`src/hw/adc_capture_pkg.sv`:
```
`default_nettype none

package adc_capture_pkg;

    localparam int SAMPLE_W   = 12;
    localparam int WORD_W     = 36;  // three samples per slow word
    localparam int FAST_DEPTH = 64;
    localparam int SLOW_DEPTH = 64;
    localparam int WB_ADR_W   = 3;
    localparam int WB_DAT_W   = 32;

    // word addresses on the host bus
    localparam logic [WB_ADR_W-1:0] REG_CTRL        = 3'd0;
    localparam logic [WB_ADR_W-1:0] REG_PRESAMPLES  = 3'd1;
    localparam logic [WB_ADR_W-1:0] REG_MAX_SAMPLES = 3'd2;
    localparam logic [WB_ADR_W-1:0] REG_DOWNSAMPLE  = 3'd3;
    localparam logic [WB_ADR_W-1:0] REG_STATUS      = 3'd4;
    localparam logic [WB_ADR_W-1:0] REG_DATA        = 3'd5;

    typedef enum logic [2:0] {
        IDLE,
        PRESAMP_FILLING,
        PRESAMP_FULL,
        TRIGGERED,
        DONE
    } capture_state_e;

    typedef struct packed {
        logic [5:0] presamples;   // at most FAST_DEPTH-1
        logic [7:0] max_samples;  // total, presamples included
        logic [7:0] downsample;
        logic       low_res;
    } capture_cfg_t;

    typedef struct packed {
        logic downsample_error;
        logic presamp_error;
        logic fast_overflow;
        logic slow_underflow;
    } capture_err_t;

endpackage

`default_nettype wire

```
`src/hw/sync_fifo.sv`:
```
`default_nettype none

module sync_fifo #(
    parameter int WIDTH = 12,
    parameter int DEPTH = 64  // power of two
) (
    input  wire              clk_i,
    input  wire              rst_i,
    input  wire              flush_i,
    input  wire              wr_i,
    input  wire  [WIDTH-1:0] din_i,
    input  wire              rd_i,
    output logic [WIDTH-1:0] dout_o,
    output logic             full_o,
    output logic             empty_o,
    output logic             overflow_o,
    output logic             underflow_o
);

    localparam int AW = $clog2(DEPTH);

    logic [WIDTH-1:0] mem [DEPTH];
    logic [AW:0]      wr_ptr;  // extra msb tells full from empty
    logic [AW:0]      rd_ptr;
    logic             do_wr;
    logic             do_rd;

    assign empty_o = (wr_ptr == rd_ptr);
    assign full_o  = (wr_ptr[AW] != rd_ptr[AW]) && (wr_ptr[AW-1:0] == rd_ptr[AW-1:0]);

    assign do_wr = wr_i && !full_o;
    assign do_rd = rd_i && !empty_o;

    assign overflow_o  = wr_i && full_o;
    assign underflow_o = rd_i && empty_o;

    assign dout_o = mem[rd_ptr[AW-1:0]];  // head word always visible

    always_ff @(posedge clk_i) begin
        if (rst_i || flush_i) begin
            wr_ptr <= '0;
            rd_ptr <= '0;
        end else begin
            if (do_wr) begin
                wr_ptr <= wr_ptr + 1'b1;
            end
            if (do_rd) begin
                rd_ptr <= rd_ptr + 1'b1;
            end
        end
    end

    always_ff @(posedge clk_i) begin
        if (do_wr && !flush_i) begin
            mem[wr_ptr[AW-1:0]] <= din_i;
        end
    end

endmodule

`default_nettype wire

```
`src/hw/capture_ctrl.sv`:
```
`default_nettype none

module capture_ctrl (
    input  wire                           adc_sampleclk,
    input  wire                           fifo_rst,
    input  wire adc_capture_pkg::capture_cfg_t cfg_i,
    input  wire                           arm_i,
    input  wire                           adc_capture_go_i,
    output logic                          fast_wr_o,
    output logic                          presample_drain_o,
    output logic                          drain_en_o,
    input  wire                           fast_empty_i,
    input  wire                           fast_full_i,
    output logic                          adc_capture_stop_o,
    output logic                          downsample_error_o,
    output logic                          presamp_error_o
);

    adc_capture_pkg::capture_state_e state;

    logic       armed;      // waiting in IDLE for the trigger
    logic [5:0] pre_cnt;
    logic [8:0] wr_cnt;     // samples kept for this capture
    logic [8:0] wr_next;
    logic [8:0] target;
    logic [7:0] ds_cnt;
    logic       ds_tick;
    logic       capturing;

    // total rounded up to whole packed words
    assign target = 9'(((10'(cfg_i.max_samples) + 10'd2) / 10'd3) * 10'd3);

    assign ds_tick = (ds_cnt == 8'd0);

    assign capturing = (state == adc_capture_pkg::PRESAMP_FILLING)
                    || (state == adc_capture_pkg::PRESAMP_FULL)
                    || ((state == adc_capture_pkg::TRIGGERED) && (wr_cnt < target))
                    || ((state == adc_capture_pkg::IDLE) && armed && adc_capture_go_i);

    assign fast_wr_o = capturing && ds_tick && !arm_i;

    // keep the fifo at the presample count, but not on the trigger sample
    assign presample_drain_o = fast_wr_o && (state == adc_capture_pkg::PRESAMP_FULL)
                            && !adc_capture_go_i;

    // packer takes the oldest presample on the trigger edge
    assign drain_en_o = (state == adc_capture_pkg::TRIGGERED)
                     || (state == adc_capture_pkg::DONE)
                     || ((state == adc_capture_pkg::PRESAMP_FULL) && adc_capture_go_i);

    assign presamp_error_o = (state == adc_capture_pkg::PRESAMP_FILLING) && adc_capture_go_i;

    assign downsample_error_o = arm_i && (cfg_i.downsample != 8'd0)
                             && (cfg_i.presamples != 6'd0);

    assign wr_next = wr_cnt + 9'(fast_wr_o && !fast_full_i);  // dropped samples not counted

    always_ff @(posedge adc_sampleclk) begin
        if (fifo_rst || arm_i) begin
            ds_cnt <= '0;
        end else if (ds_cnt == cfg_i.downsample) begin
            ds_cnt <= '0;
        end else begin
            ds_cnt <= ds_cnt + 8'd1;
        end
    end

    always_ff @(posedge adc_sampleclk) begin
        if (fifo_rst) begin
            state              <= adc_capture_pkg::IDLE;
            armed              <= 1'b0;
            pre_cnt            <= '0;
            wr_cnt             <= '0;
            adc_capture_stop_o <= 1'b0;
        end else if (arm_i) begin
            pre_cnt            <= '0;
            wr_cnt             <= '0;
            adc_capture_stop_o <= 1'b0;
            armed              <= (cfg_i.presamples == 6'd0);
            state              <= (cfg_i.presamples != 6'd0) ? adc_capture_pkg::PRESAMP_FILLING
                                                             : adc_capture_pkg::IDLE;
        end else begin
            case (state)
                adc_capture_pkg::IDLE: begin
                    if (armed && adc_capture_go_i) begin
                        armed  <= 1'b0;
                        wr_cnt <= wr_next;
                        state  <= adc_capture_pkg::TRIGGERED;
                    end
                end
                adc_capture_pkg::PRESAMP_FILLING: begin
                    if (adc_capture_go_i) begin  // early trigger leaves fewer presamples
                        wr_cnt <= 9'(pre_cnt) + wr_next;
                        state  <= adc_capture_pkg::TRIGGERED;
                    end else if (fast_wr_o) begin
                        pre_cnt <= pre_cnt + 6'd1;
                        if (pre_cnt + 6'd1 == cfg_i.presamples) begin
                            state <= adc_capture_pkg::PRESAMP_FULL;
                        end
                    end
                end
                adc_capture_pkg::PRESAMP_FULL: begin
                    if (adc_capture_go_i) begin
                        wr_cnt <= 9'(pre_cnt) + wr_next;
                        state  <= adc_capture_pkg::TRIGGERED;
                    end
                end
                adc_capture_pkg::TRIGGERED: begin
                    wr_cnt <= wr_next;
                    if (wr_next >= target) begin
                        adc_capture_stop_o <= 1'b1;
                        state              <= adc_capture_pkg::DONE;
                    end
                end
                adc_capture_pkg::DONE: begin
                    if (fast_empty_i) begin  // packer has taken everything
                        state <= adc_capture_pkg::IDLE;
                    end
                end
                default: state <= adc_capture_pkg::IDLE;
            endcase
        end
    end

endmodule

`default_nettype wire

```
`src/hw/sample_packer.sv`:
```
`default_nettype none

module sample_packer (
    input  wire                                  adc_sampleclk,
    input  wire                                  fifo_rst,
    input  wire                                  flush_i,
    input  wire                                  drain_en_i,
    input  wire  [adc_capture_pkg::SAMPLE_W-1:0] fast_dout_i,
    input  wire                                  fast_empty_i,
    output logic                                 fast_pop_o,
    input  wire                                  slow_full_i,
    output logic                                 slow_wr_o,
    output logic [adc_capture_pkg::WORD_W-1:0]   slow_din_o
);

    logic [1:0]                            phase;  // samples already held
    logic [2*adc_capture_pkg::SAMPLE_W-1:0] held;

    // back-pressure: stall on a full slow fifo, nothing is dropped
    assign fast_pop_o = drain_en_i && !fast_empty_i && !slow_full_i && !flush_i;

    assign slow_wr_o  = fast_pop_o && (phase == 2'd2);
    assign slow_din_o = {held, fast_dout_i};  // oldest sample on top

    always_ff @(posedge adc_sampleclk) begin
        if (fifo_rst || flush_i) begin
            phase <= 2'd0;
        end else if (fast_pop_o) begin
            phase <= (phase == 2'd2) ? 2'd0 : phase + 2'd1;
        end
    end

    always_ff @(posedge adc_sampleclk) begin
        if (fast_pop_o) begin
            held <= {held[adc_capture_pkg::SAMPLE_W-1:0], fast_dout_i};
        end
    end

endmodule

`default_nettype wire

```
`src/hw/wb_readout.sv`:
```
`default_nettype none

module wb_readout (
    input  wire                                  adc_sampleclk,
    input  wire                                  fifo_rst,
    input  wire                                  wb_cyc_i,
    input  wire                                  wb_stb_i,
    input  wire                                  wb_we_i,
    input  wire  [adc_capture_pkg::WB_ADR_W-1:0] wb_adr_i,
    input  wire  [adc_capture_pkg::WB_DAT_W-1:0] wb_dat_i,
    output logic [adc_capture_pkg::WB_DAT_W-1:0] wb_dat_o,
    output logic                                 wb_ack_o,
    output adc_capture_pkg::capture_cfg_t        cfg_o,
    output logic                                 arm_o,
    input  wire adc_capture_pkg::capture_err_t   err_i,
    input  wire                                  capture_stop_i,
    input  wire  [adc_capture_pkg::WORD_W-1:0]   slow_dout_i,
    input  wire                                  slow_empty_i,
    output logic                                 slow_pop_o,
    output logic                                 error_flag_o
);

    adc_capture_pkg::capture_err_t sticky;

    logic                                 req;
    logic                                 wr_req;
    logic                                 data_rd;
    logic                                 clr;
    logic                                 last_byte;
    logic [3:0]                           byte_ptr;  // 0..2 low-res, 0..8 hi-res
    logic [3:0]                           nib;       // low nibble left over from word one
    logic [7:0]                           rd_byte;
    logic [adc_capture_pkg::WB_DAT_W-1:0] rd_mux;

    assign req     = wb_cyc_i && wb_stb_i && !wb_ack_o;
    assign wr_req  = req && wb_we_i;
    assign data_rd = req && !wb_we_i && (wb_adr_i == adc_capture_pkg::REG_DATA);
    assign arm_o   = wr_req && (wb_adr_i == adc_capture_pkg::REG_CTRL) && wb_dat_i[0];
    assign clr     = wr_req && (wb_adr_i == adc_capture_pkg::REG_CTRL) && wb_dat_i[1];

    assign last_byte = cfg_o.low_res ? (byte_ptr == 4'd2)
                                     : ((byte_ptr == 4'd3) || (byte_ptr == 4'd8));

    // popping an empty fifo raises its underflow strobe
    assign slow_pop_o   = data_rd && (slow_empty_i || last_byte);
    assign error_flag_o = |sticky;

    always_comb begin
        rd_byte = 8'h00;
        if (!slow_empty_i) begin
            if (cfg_o.low_res) begin
                case (byte_ptr)
                    4'd0:    rd_byte = slow_dout_i[35:28];
                    4'd1:    rd_byte = slow_dout_i[23:16];
                    4'd2:    rd_byte = slow_dout_i[11:4];
                    default: rd_byte = 8'h00;
                endcase
            end else begin
                case (byte_ptr)
                    4'd0:    rd_byte = slow_dout_i[35:28];
                    4'd1:    rd_byte = slow_dout_i[27:20];
                    4'd2:    rd_byte = slow_dout_i[19:12];
                    4'd3:    rd_byte = slow_dout_i[11:4];
                    4'd4:    rd_byte = {nib, slow_dout_i[35:32]};
                    4'd5:    rd_byte = slow_dout_i[31:24];
                    4'd6:    rd_byte = slow_dout_i[23:16];
                    4'd7:    rd_byte = slow_dout_i[15:8];
                    4'd8:    rd_byte = slow_dout_i[7:0];
                    default: rd_byte = 8'h00;
                endcase
            end
        end
    end

    always_comb begin
        rd_mux = '0;
        case (wb_adr_i)
            adc_capture_pkg::REG_PRESAMPLES:  rd_mux[5:0] = cfg_o.presamples;
            adc_capture_pkg::REG_MAX_SAMPLES: rd_mux[7:0] = cfg_o.max_samples;
            adc_capture_pkg::REG_DOWNSAMPLE:  rd_mux[7:0] = cfg_o.downsample;
            adc_capture_pkg::REG_STATUS: begin
                rd_mux[7:0] = {sticky.slow_underflow, sticky.fast_overflow,
                               sticky.presamp_error, sticky.downsample_error,
                               1'b0, cfg_o.low_res, slow_empty_i, capture_stop_i};
            end
            adc_capture_pkg::REG_DATA:        rd_mux[7:0] = rd_byte;
            default:                          rd_mux = '0;
        endcase
    end

    always_ff @(posedge adc_sampleclk) begin
        if (fifo_rst) begin
            wb_ack_o <= 1'b0;
            cfg_o    <= '0;
            sticky   <= '0;
            byte_ptr <= 4'd0;
        end else begin
            wb_ack_o <= req;
            // new strobes win over a clear in the same cycle
            sticky <= (arm_o || clr) ? err_i : adc_capture_pkg::capture_err_t'(sticky | err_i);
            if (wr_req) begin
                case (wb_adr_i)
                    adc_capture_pkg::REG_CTRL:        cfg_o.low_res     <= wb_dat_i[2];
                    adc_capture_pkg::REG_PRESAMPLES:  cfg_o.presamples  <= wb_dat_i[5:0];
                    adc_capture_pkg::REG_MAX_SAMPLES: cfg_o.max_samples <= wb_dat_i[7:0];
                    adc_capture_pkg::REG_DOWNSAMPLE:  cfg_o.downsample  <= wb_dat_i[7:0];
                    default: ;
                endcase
            end
            if (arm_o) begin
                byte_ptr <= 4'd0;  // fifos are flushed too
            end else if (data_rd && !slow_empty_i) begin
                if ((cfg_o.low_res && byte_ptr == 4'd2) || byte_ptr == 4'd8) begin
                    byte_ptr <= 4'd0;
                end else begin
                    byte_ptr <= byte_ptr + 4'd1;
                end
            end
        end
    end

    always_ff @(posedge adc_sampleclk) begin
        if (req) begin
            wb_dat_o <= rd_mux;  // held while ack is high
        end
        if (data_rd && !slow_empty_i && !cfg_o.low_res && byte_ptr == 4'd3) begin
            nib <= slow_dout_i[3:0];
        end
    end

endmodule

`default_nettype wire

```
`src/hw/adc_capture_top.sv`:
```
`default_nettype none

module adc_capture_top (
    input  wire                                  adc_sampleclk,
    input  wire                                  fifo_rst,
    input  wire  [adc_capture_pkg::SAMPLE_W-1:0] adc_datain_i,
    input  wire                                  adc_capture_go_i,
    output logic                                 adc_capture_stop_o,
    input  wire                                  wb_cyc_i,
    input  wire                                  wb_stb_i,
    input  wire                                  wb_we_i,
    input  wire  [adc_capture_pkg::WB_ADR_W-1:0] wb_adr_i,
    input  wire  [adc_capture_pkg::WB_DAT_W-1:0] wb_dat_i,
    output logic [adc_capture_pkg::WB_DAT_W-1:0] wb_dat_o,
    output logic                                 wb_ack_o,
    output logic                                 error_flag_o
);

    adc_capture_pkg::capture_cfg_t cfg;
    adc_capture_pkg::capture_err_t cap_err;

    logic                                arm;
    logic                                fast_wr;
    logic                                fast_rd;
    logic                                presample_drain;
    logic                                drain_en;
    logic                                fast_pop;
    logic [adc_capture_pkg::SAMPLE_W-1:0] fast_dout;
    logic                                fast_full;
    logic                                fast_empty;
    logic                                fast_overflow;
    logic                                ds_err;
    logic                                pre_err;
    logic                                slow_wr;
    logic                                slow_pop;
    logic [adc_capture_pkg::WORD_W-1:0]  slow_din;
    logic [adc_capture_pkg::WORD_W-1:0]  slow_dout;
    logic                                slow_full;
    logic                                slow_empty;
    logic                                slow_underflow;

    assign fast_rd = presample_drain || fast_pop;

    assign cap_err = '{downsample_error: ds_err, presamp_error: pre_err,
                       fast_overflow: fast_overflow, slow_underflow: slow_underflow};

    capture_ctrl ctrl_i (
        .adc_sampleclk, .fifo_rst, .cfg_i(cfg), .arm_i(arm), .adc_capture_go_i,
        .fast_wr_o(fast_wr), .presample_drain_o(presample_drain), .drain_en_o(drain_en),
        .fast_empty_i(fast_empty), .fast_full_i(fast_full), .adc_capture_stop_o,
        .downsample_error_o(ds_err), .presamp_error_o(pre_err)
    );

    sync_fifo #(.WIDTH(adc_capture_pkg::SAMPLE_W), .DEPTH(adc_capture_pkg::FAST_DEPTH)) fast_i (
        .clk_i(adc_sampleclk), .rst_i(fifo_rst), .flush_i(arm), .wr_i(fast_wr),
        .din_i(adc_datain_i), .rd_i(fast_rd), .dout_o(fast_dout), .full_o(fast_full),
        .empty_o(fast_empty), .overflow_o(fast_overflow), .underflow_o()
    );

    sample_packer packer_i (
        .adc_sampleclk, .fifo_rst, .flush_i(arm), .drain_en_i(drain_en),
        .fast_dout_i(fast_dout), .fast_empty_i(fast_empty), .fast_pop_o(fast_pop),
        .slow_full_i(slow_full), .slow_wr_o(slow_wr), .slow_din_o(slow_din)
    );

    sync_fifo #(.WIDTH(adc_capture_pkg::WORD_W), .DEPTH(adc_capture_pkg::SLOW_DEPTH)) slow_i (
        .clk_i(adc_sampleclk), .rst_i(fifo_rst), .flush_i(arm), .wr_i(slow_wr),
        .din_i(slow_din), .rd_i(slow_pop), .dout_o(slow_dout), .full_o(slow_full),
        .empty_o(slow_empty), .overflow_o(), .underflow_o(slow_underflow)
    );

    wb_readout readout_i (
        .adc_sampleclk, .fifo_rst, .wb_cyc_i, .wb_stb_i, .wb_we_i, .wb_adr_i, .wb_dat_i,
        .wb_dat_o, .wb_ack_o, .cfg_o(cfg), .arm_o(arm), .err_i(cap_err),
        .capture_stop_i(adc_capture_stop_o), .slow_dout_i(slow_dout),
        .slow_empty_i(slow_empty), .slow_pop_o(slow_pop), .error_flag_o
    );

endmodule

`default_nettype wire

```
`config.mk`:
```
export PLATFORM = sky130hd
export DESIGN_NAME = adc_capture_top
export DESIGN_NICKNAME = d
export VERILOG_FILES = /design/src/hw/adc_capture_pkg.sv /design/src/hw/sync_fifo.sv /design/src/hw/capture_ctrl.sv /design/src/hw/sample_packer.sv /design/src/hw/wb_readout.sv /design/src/hw/adc_capture_top.sv
export SDC_FILE = /design/constraint.sdc
export NUM_CORES = 2
export LEC_CHECK = 0
export BUFFER_PORTS_ARGS = -buffer_cell sky130_fd_sc_hd__buf_2
export CAP_MARGIN = 20
export CORE_MARGIN = 8
export CORE_UTILIZATION = 52
export DETAILED_ROUTE_END_ITERATION = 10
export PLACE_DENSITY = 0.66
export SYNTH_ARGS = -nofsm -noshare
export SYNTH_HDL_FRONTEND = slang
export SYNTH_SLANG_ARGS = --single-unit
```
`constraint.sdc`:
```
create_clock -name adc_sampleclk -period 13.35 [get_ports adc_sampleclk]
set_input_delay 2.0025 -clock adc_sampleclk [delete_from_list [all_inputs] [get_ports adc_sampleclk]]
set_output_delay 2.0025 -clock adc_sampleclk [all_outputs]
set_load 0.1 [all_outputs]
```
==> metrics.cfg <==
[route]
via_per_inst=6.52
avgRoutedWirePerCell_um=33.3
route.vias.total=60800
totalWireLength_um=311000
drc=0
drt_pass1_iterations=6
ant_nets=0
dr.first_iter.drc_count=8302

[setup_path]
cp_data_arrival_time_ns=12.96
cp_max_fo=16
max_stage_delay_ns=0.69
r2r_cells=51
startpoint_type=register
required_ns=14.19
worstSetupEndpointType=register
crit_top_cell=ha_1
cp_slowest_cell=dfxtp_1
path_class=register to register

[floorplanning]
dieArea_um2=259000
coreArea_um2=243000
die_y_um=509
ios=88
initial_core_util_pct=52.1
die_w_um=509
rows=181

[final_layout]
syn_to_final_growth_pct=12.1
drive_above_1_share_pct=29.5
nets=5985
instances_no_fill=9330
multi_input_area_um2=30300
fillers=17000
seqCellArea_um2=95400

[pwr]
power_leakage_nw=42.6
power_density_nw_per_um2=141
total_power_w=0.0200
ir_drop_uv=134

[sta]
tns_ns=0
setup_viol=0
fin_crit_ns=12.12
tightest_slew_ns=1.15
grt_setup_unrepaired=no
fin_skew_ns=0.118
final_max_slew_viol_count=0
slew_headroom_pct=23.1
hold_violations=0
whs_ns=0.483
post-route-period-util_pct=90.8
max_freq_ghz=0.0825

[yosys]
ys_warn_count=0
ys_async_sr_fraction_pct=0
synth_common_cells=edfxtp_1, mux4_2, nor2_1, clkbuf_1, nand2_1
yosysMostFrequentCell=edfxtp_1
ys_types=92
syn_inst=5627
ys_top_cells_by_area=edfxtp_1, mux4_2, dfxtp_1
yosys.area.top_type_share_pct=73.8
synth_area_um2=126000
synth_seq_area_share_pct=75.4
yosys.area.top_type=edfxtp_1
synthFlopType=edfxtp_1
ys_seq_elements=3210
avgSynthCellArea_um2=22.5
synth_edf_count=3108

[clock_network]
h-tree-depth=5
clk_latency_ns=0.98
cts_sinks=3210
tritoncts=built
clk_pin_slew_ns=0.07
cts_root_buffer=clkbuf_16
cts_buffers=336
clockBufferDepth=4

[global_route]
antenna_found_initial=19
grt_pass1_wl_um=444000
grt_pass1_vias=60400
grt_max_degree=147
grt_usage_pct=23.8
grt-ovfl-total=0

[placement]
place_hpwl_um=165000
portBuffers=39
gp_congestion=0.834
dp.cells=8738

[min_path]
whs_path_depth=2
hold_path_class=register to register

[run]
cap_violations=0

[status]
status=finished clean

## logic make-up (layout without fill, tap and decap cells)
logic type                 after synthesis  in the layout  share of synthesized area, %
AOI/OAI and AO/OA                      253            253                          1.42
xor gates and xnor gates                91             91                         0.636
adders and majority gates               51             51                         0.513
buffers and inverters                  356            832                          1.18
DFF                                   3210           3210                          75.4
muxes                                 1068           1068                          18.3
other                                    1             26                       0.00297
and+or+nand+nor                        597            597                          2.49
## metrics by stage
| step | worst slack (ns) | cell area, um2 | utilization (%) |
|---|---|---|---|
| after floorplan | 2.74 | 127000 | - |
| after global placement | 1.25 | 131000 | 54.1 |
| after detailed placement | 1.18 | 131000 | 54.2 |
| after CTS | 1.12 | 142000 | 58.4 |
| after global routing | 0.0262 | 142000 | 58.5 |
| final | 1.23 | 142000 | 58.5 |
## critical path, delay by kind of cell (launching register included)
family	cells	cell delay, ns
AO/OA/AOI/OAI	22	4.75
AND/OR/NAND/NOR	18	3.49
adder cells (fa/ha/maj)	8	2.37
flip-flops	1	0.69
multiplexers	1	0.29
XOR/XNOR	1	0.24
buffers and inverters	1	0.23
## state kept, by name, indices dropped and copies added, names as in the netlist, 2 cells and up, named ones only
name	cells
slow_i.mem	2304
fast_i.mem	768
packer_i.held	24
readout_i.cfg_o	23
ctrl_i.wr_cnt	9
ctrl_i.ds_cnt	8
readout_i.wb_dat_o	8
fast_i.rd_ptr	7
fast_i.wr_ptr	7
slow_i.rd_ptr	7
slow_i.wr_ptr	7
ctrl_i.pre_cnt	6
readout_i.byte_ptr	4
readout_i.nib	4
readout_i.sticky	4
ctrl_i.state	3
packer_i.phase	2
## report_power, final
| group | internal, W | switching (W) | total (W) |
|---|---|---|---|
| Clock | 0.00513 | 0.00374 | 0.00888 |
| Sequential | 0.0109 | 0.00000295 | 0.0109 |
| Combinational | 0.0000298 | 0.000143 | 0.000173 |
## worst paths after layout
path | startpoint | end | slack [ns]
worst max register to register | readout_i.cfg_o[10] | ctrl_i.state[0] | 1.23
worst min-delay path | readout_i.sticky[1] | readout_i.sticky[1] | 0.48
worst min register to register | readout_i.sticky[1] | readout_i.sticky[1] | 0.48
worst max-delay path | readout_i.cfg_o[10] | ctrl_i.state[0] | 1.23
## area by class of cell
class | instances | area share [%]
sequential | 3210 | 67.3
multi-input combinational | 2084 | 21.3
clock buffer | 413 | 6.19
tap | 3202 | 2.83
timing repair buffer | 224 | 1.21
clock inverter | 168 | 1.08
inverter | 27 | 0.0715
antenna | 2 | 0.00353
## per-layer routing
metal  part of all wire [%]  up-vias  GRT usage [%]
met1                     42    32900           36.1
li1                       -    24400              -
met5                 0.0042        -              0
met2                     47     3072           36.6
met4                    1.9        2           4.61
met3                    9.5      400           4.91
## what timing repair did
action                     in CTS  in global routing
setup buffers                   0                  3
resized for setup               0                  5
hold buffers                    0                  0
setup endpoints to repair       0                  4
## layout by cell type (no fill, tap or decap), types with 10 or more instances in the layout
master	netlist	routed
xor2_1	39	39
conb_1	1	24
a21o_1	15	15
dfxtp_1	102	91
bufinv_16	0	25
clkinv_2	0	47
a211oi_1	12	12
nand2_1	121	121
mux2i_1	52	52
clkbuf_16	0	339
and2_1	13	13
clkinvlp_4	0	13
o21ai_0	39	39
clkinv_1	0	68
a21oi_1	67	67
ha_1	47	46
xnor2_1	51	51
edfxtp_1	3108	3108
and4_1	25	25
or3_1	10	10
mux4_2	995	995
nor2_1	192	127
a22oi_1	22	22
a31oi_1	10	10
nand4_1	25	25
mux2_2	21	21
nor3_1	27	26
clkbuf_1	182	73
and4b_1	24	24
inv_1	27	27
nand3_1	49	49
and3_1	21	21
buf_4	29	172
nor2_4	0	64
nor2b_1	17	15
buf_2	11	40
Note: power is estimated with default switching activity, not from simulation.
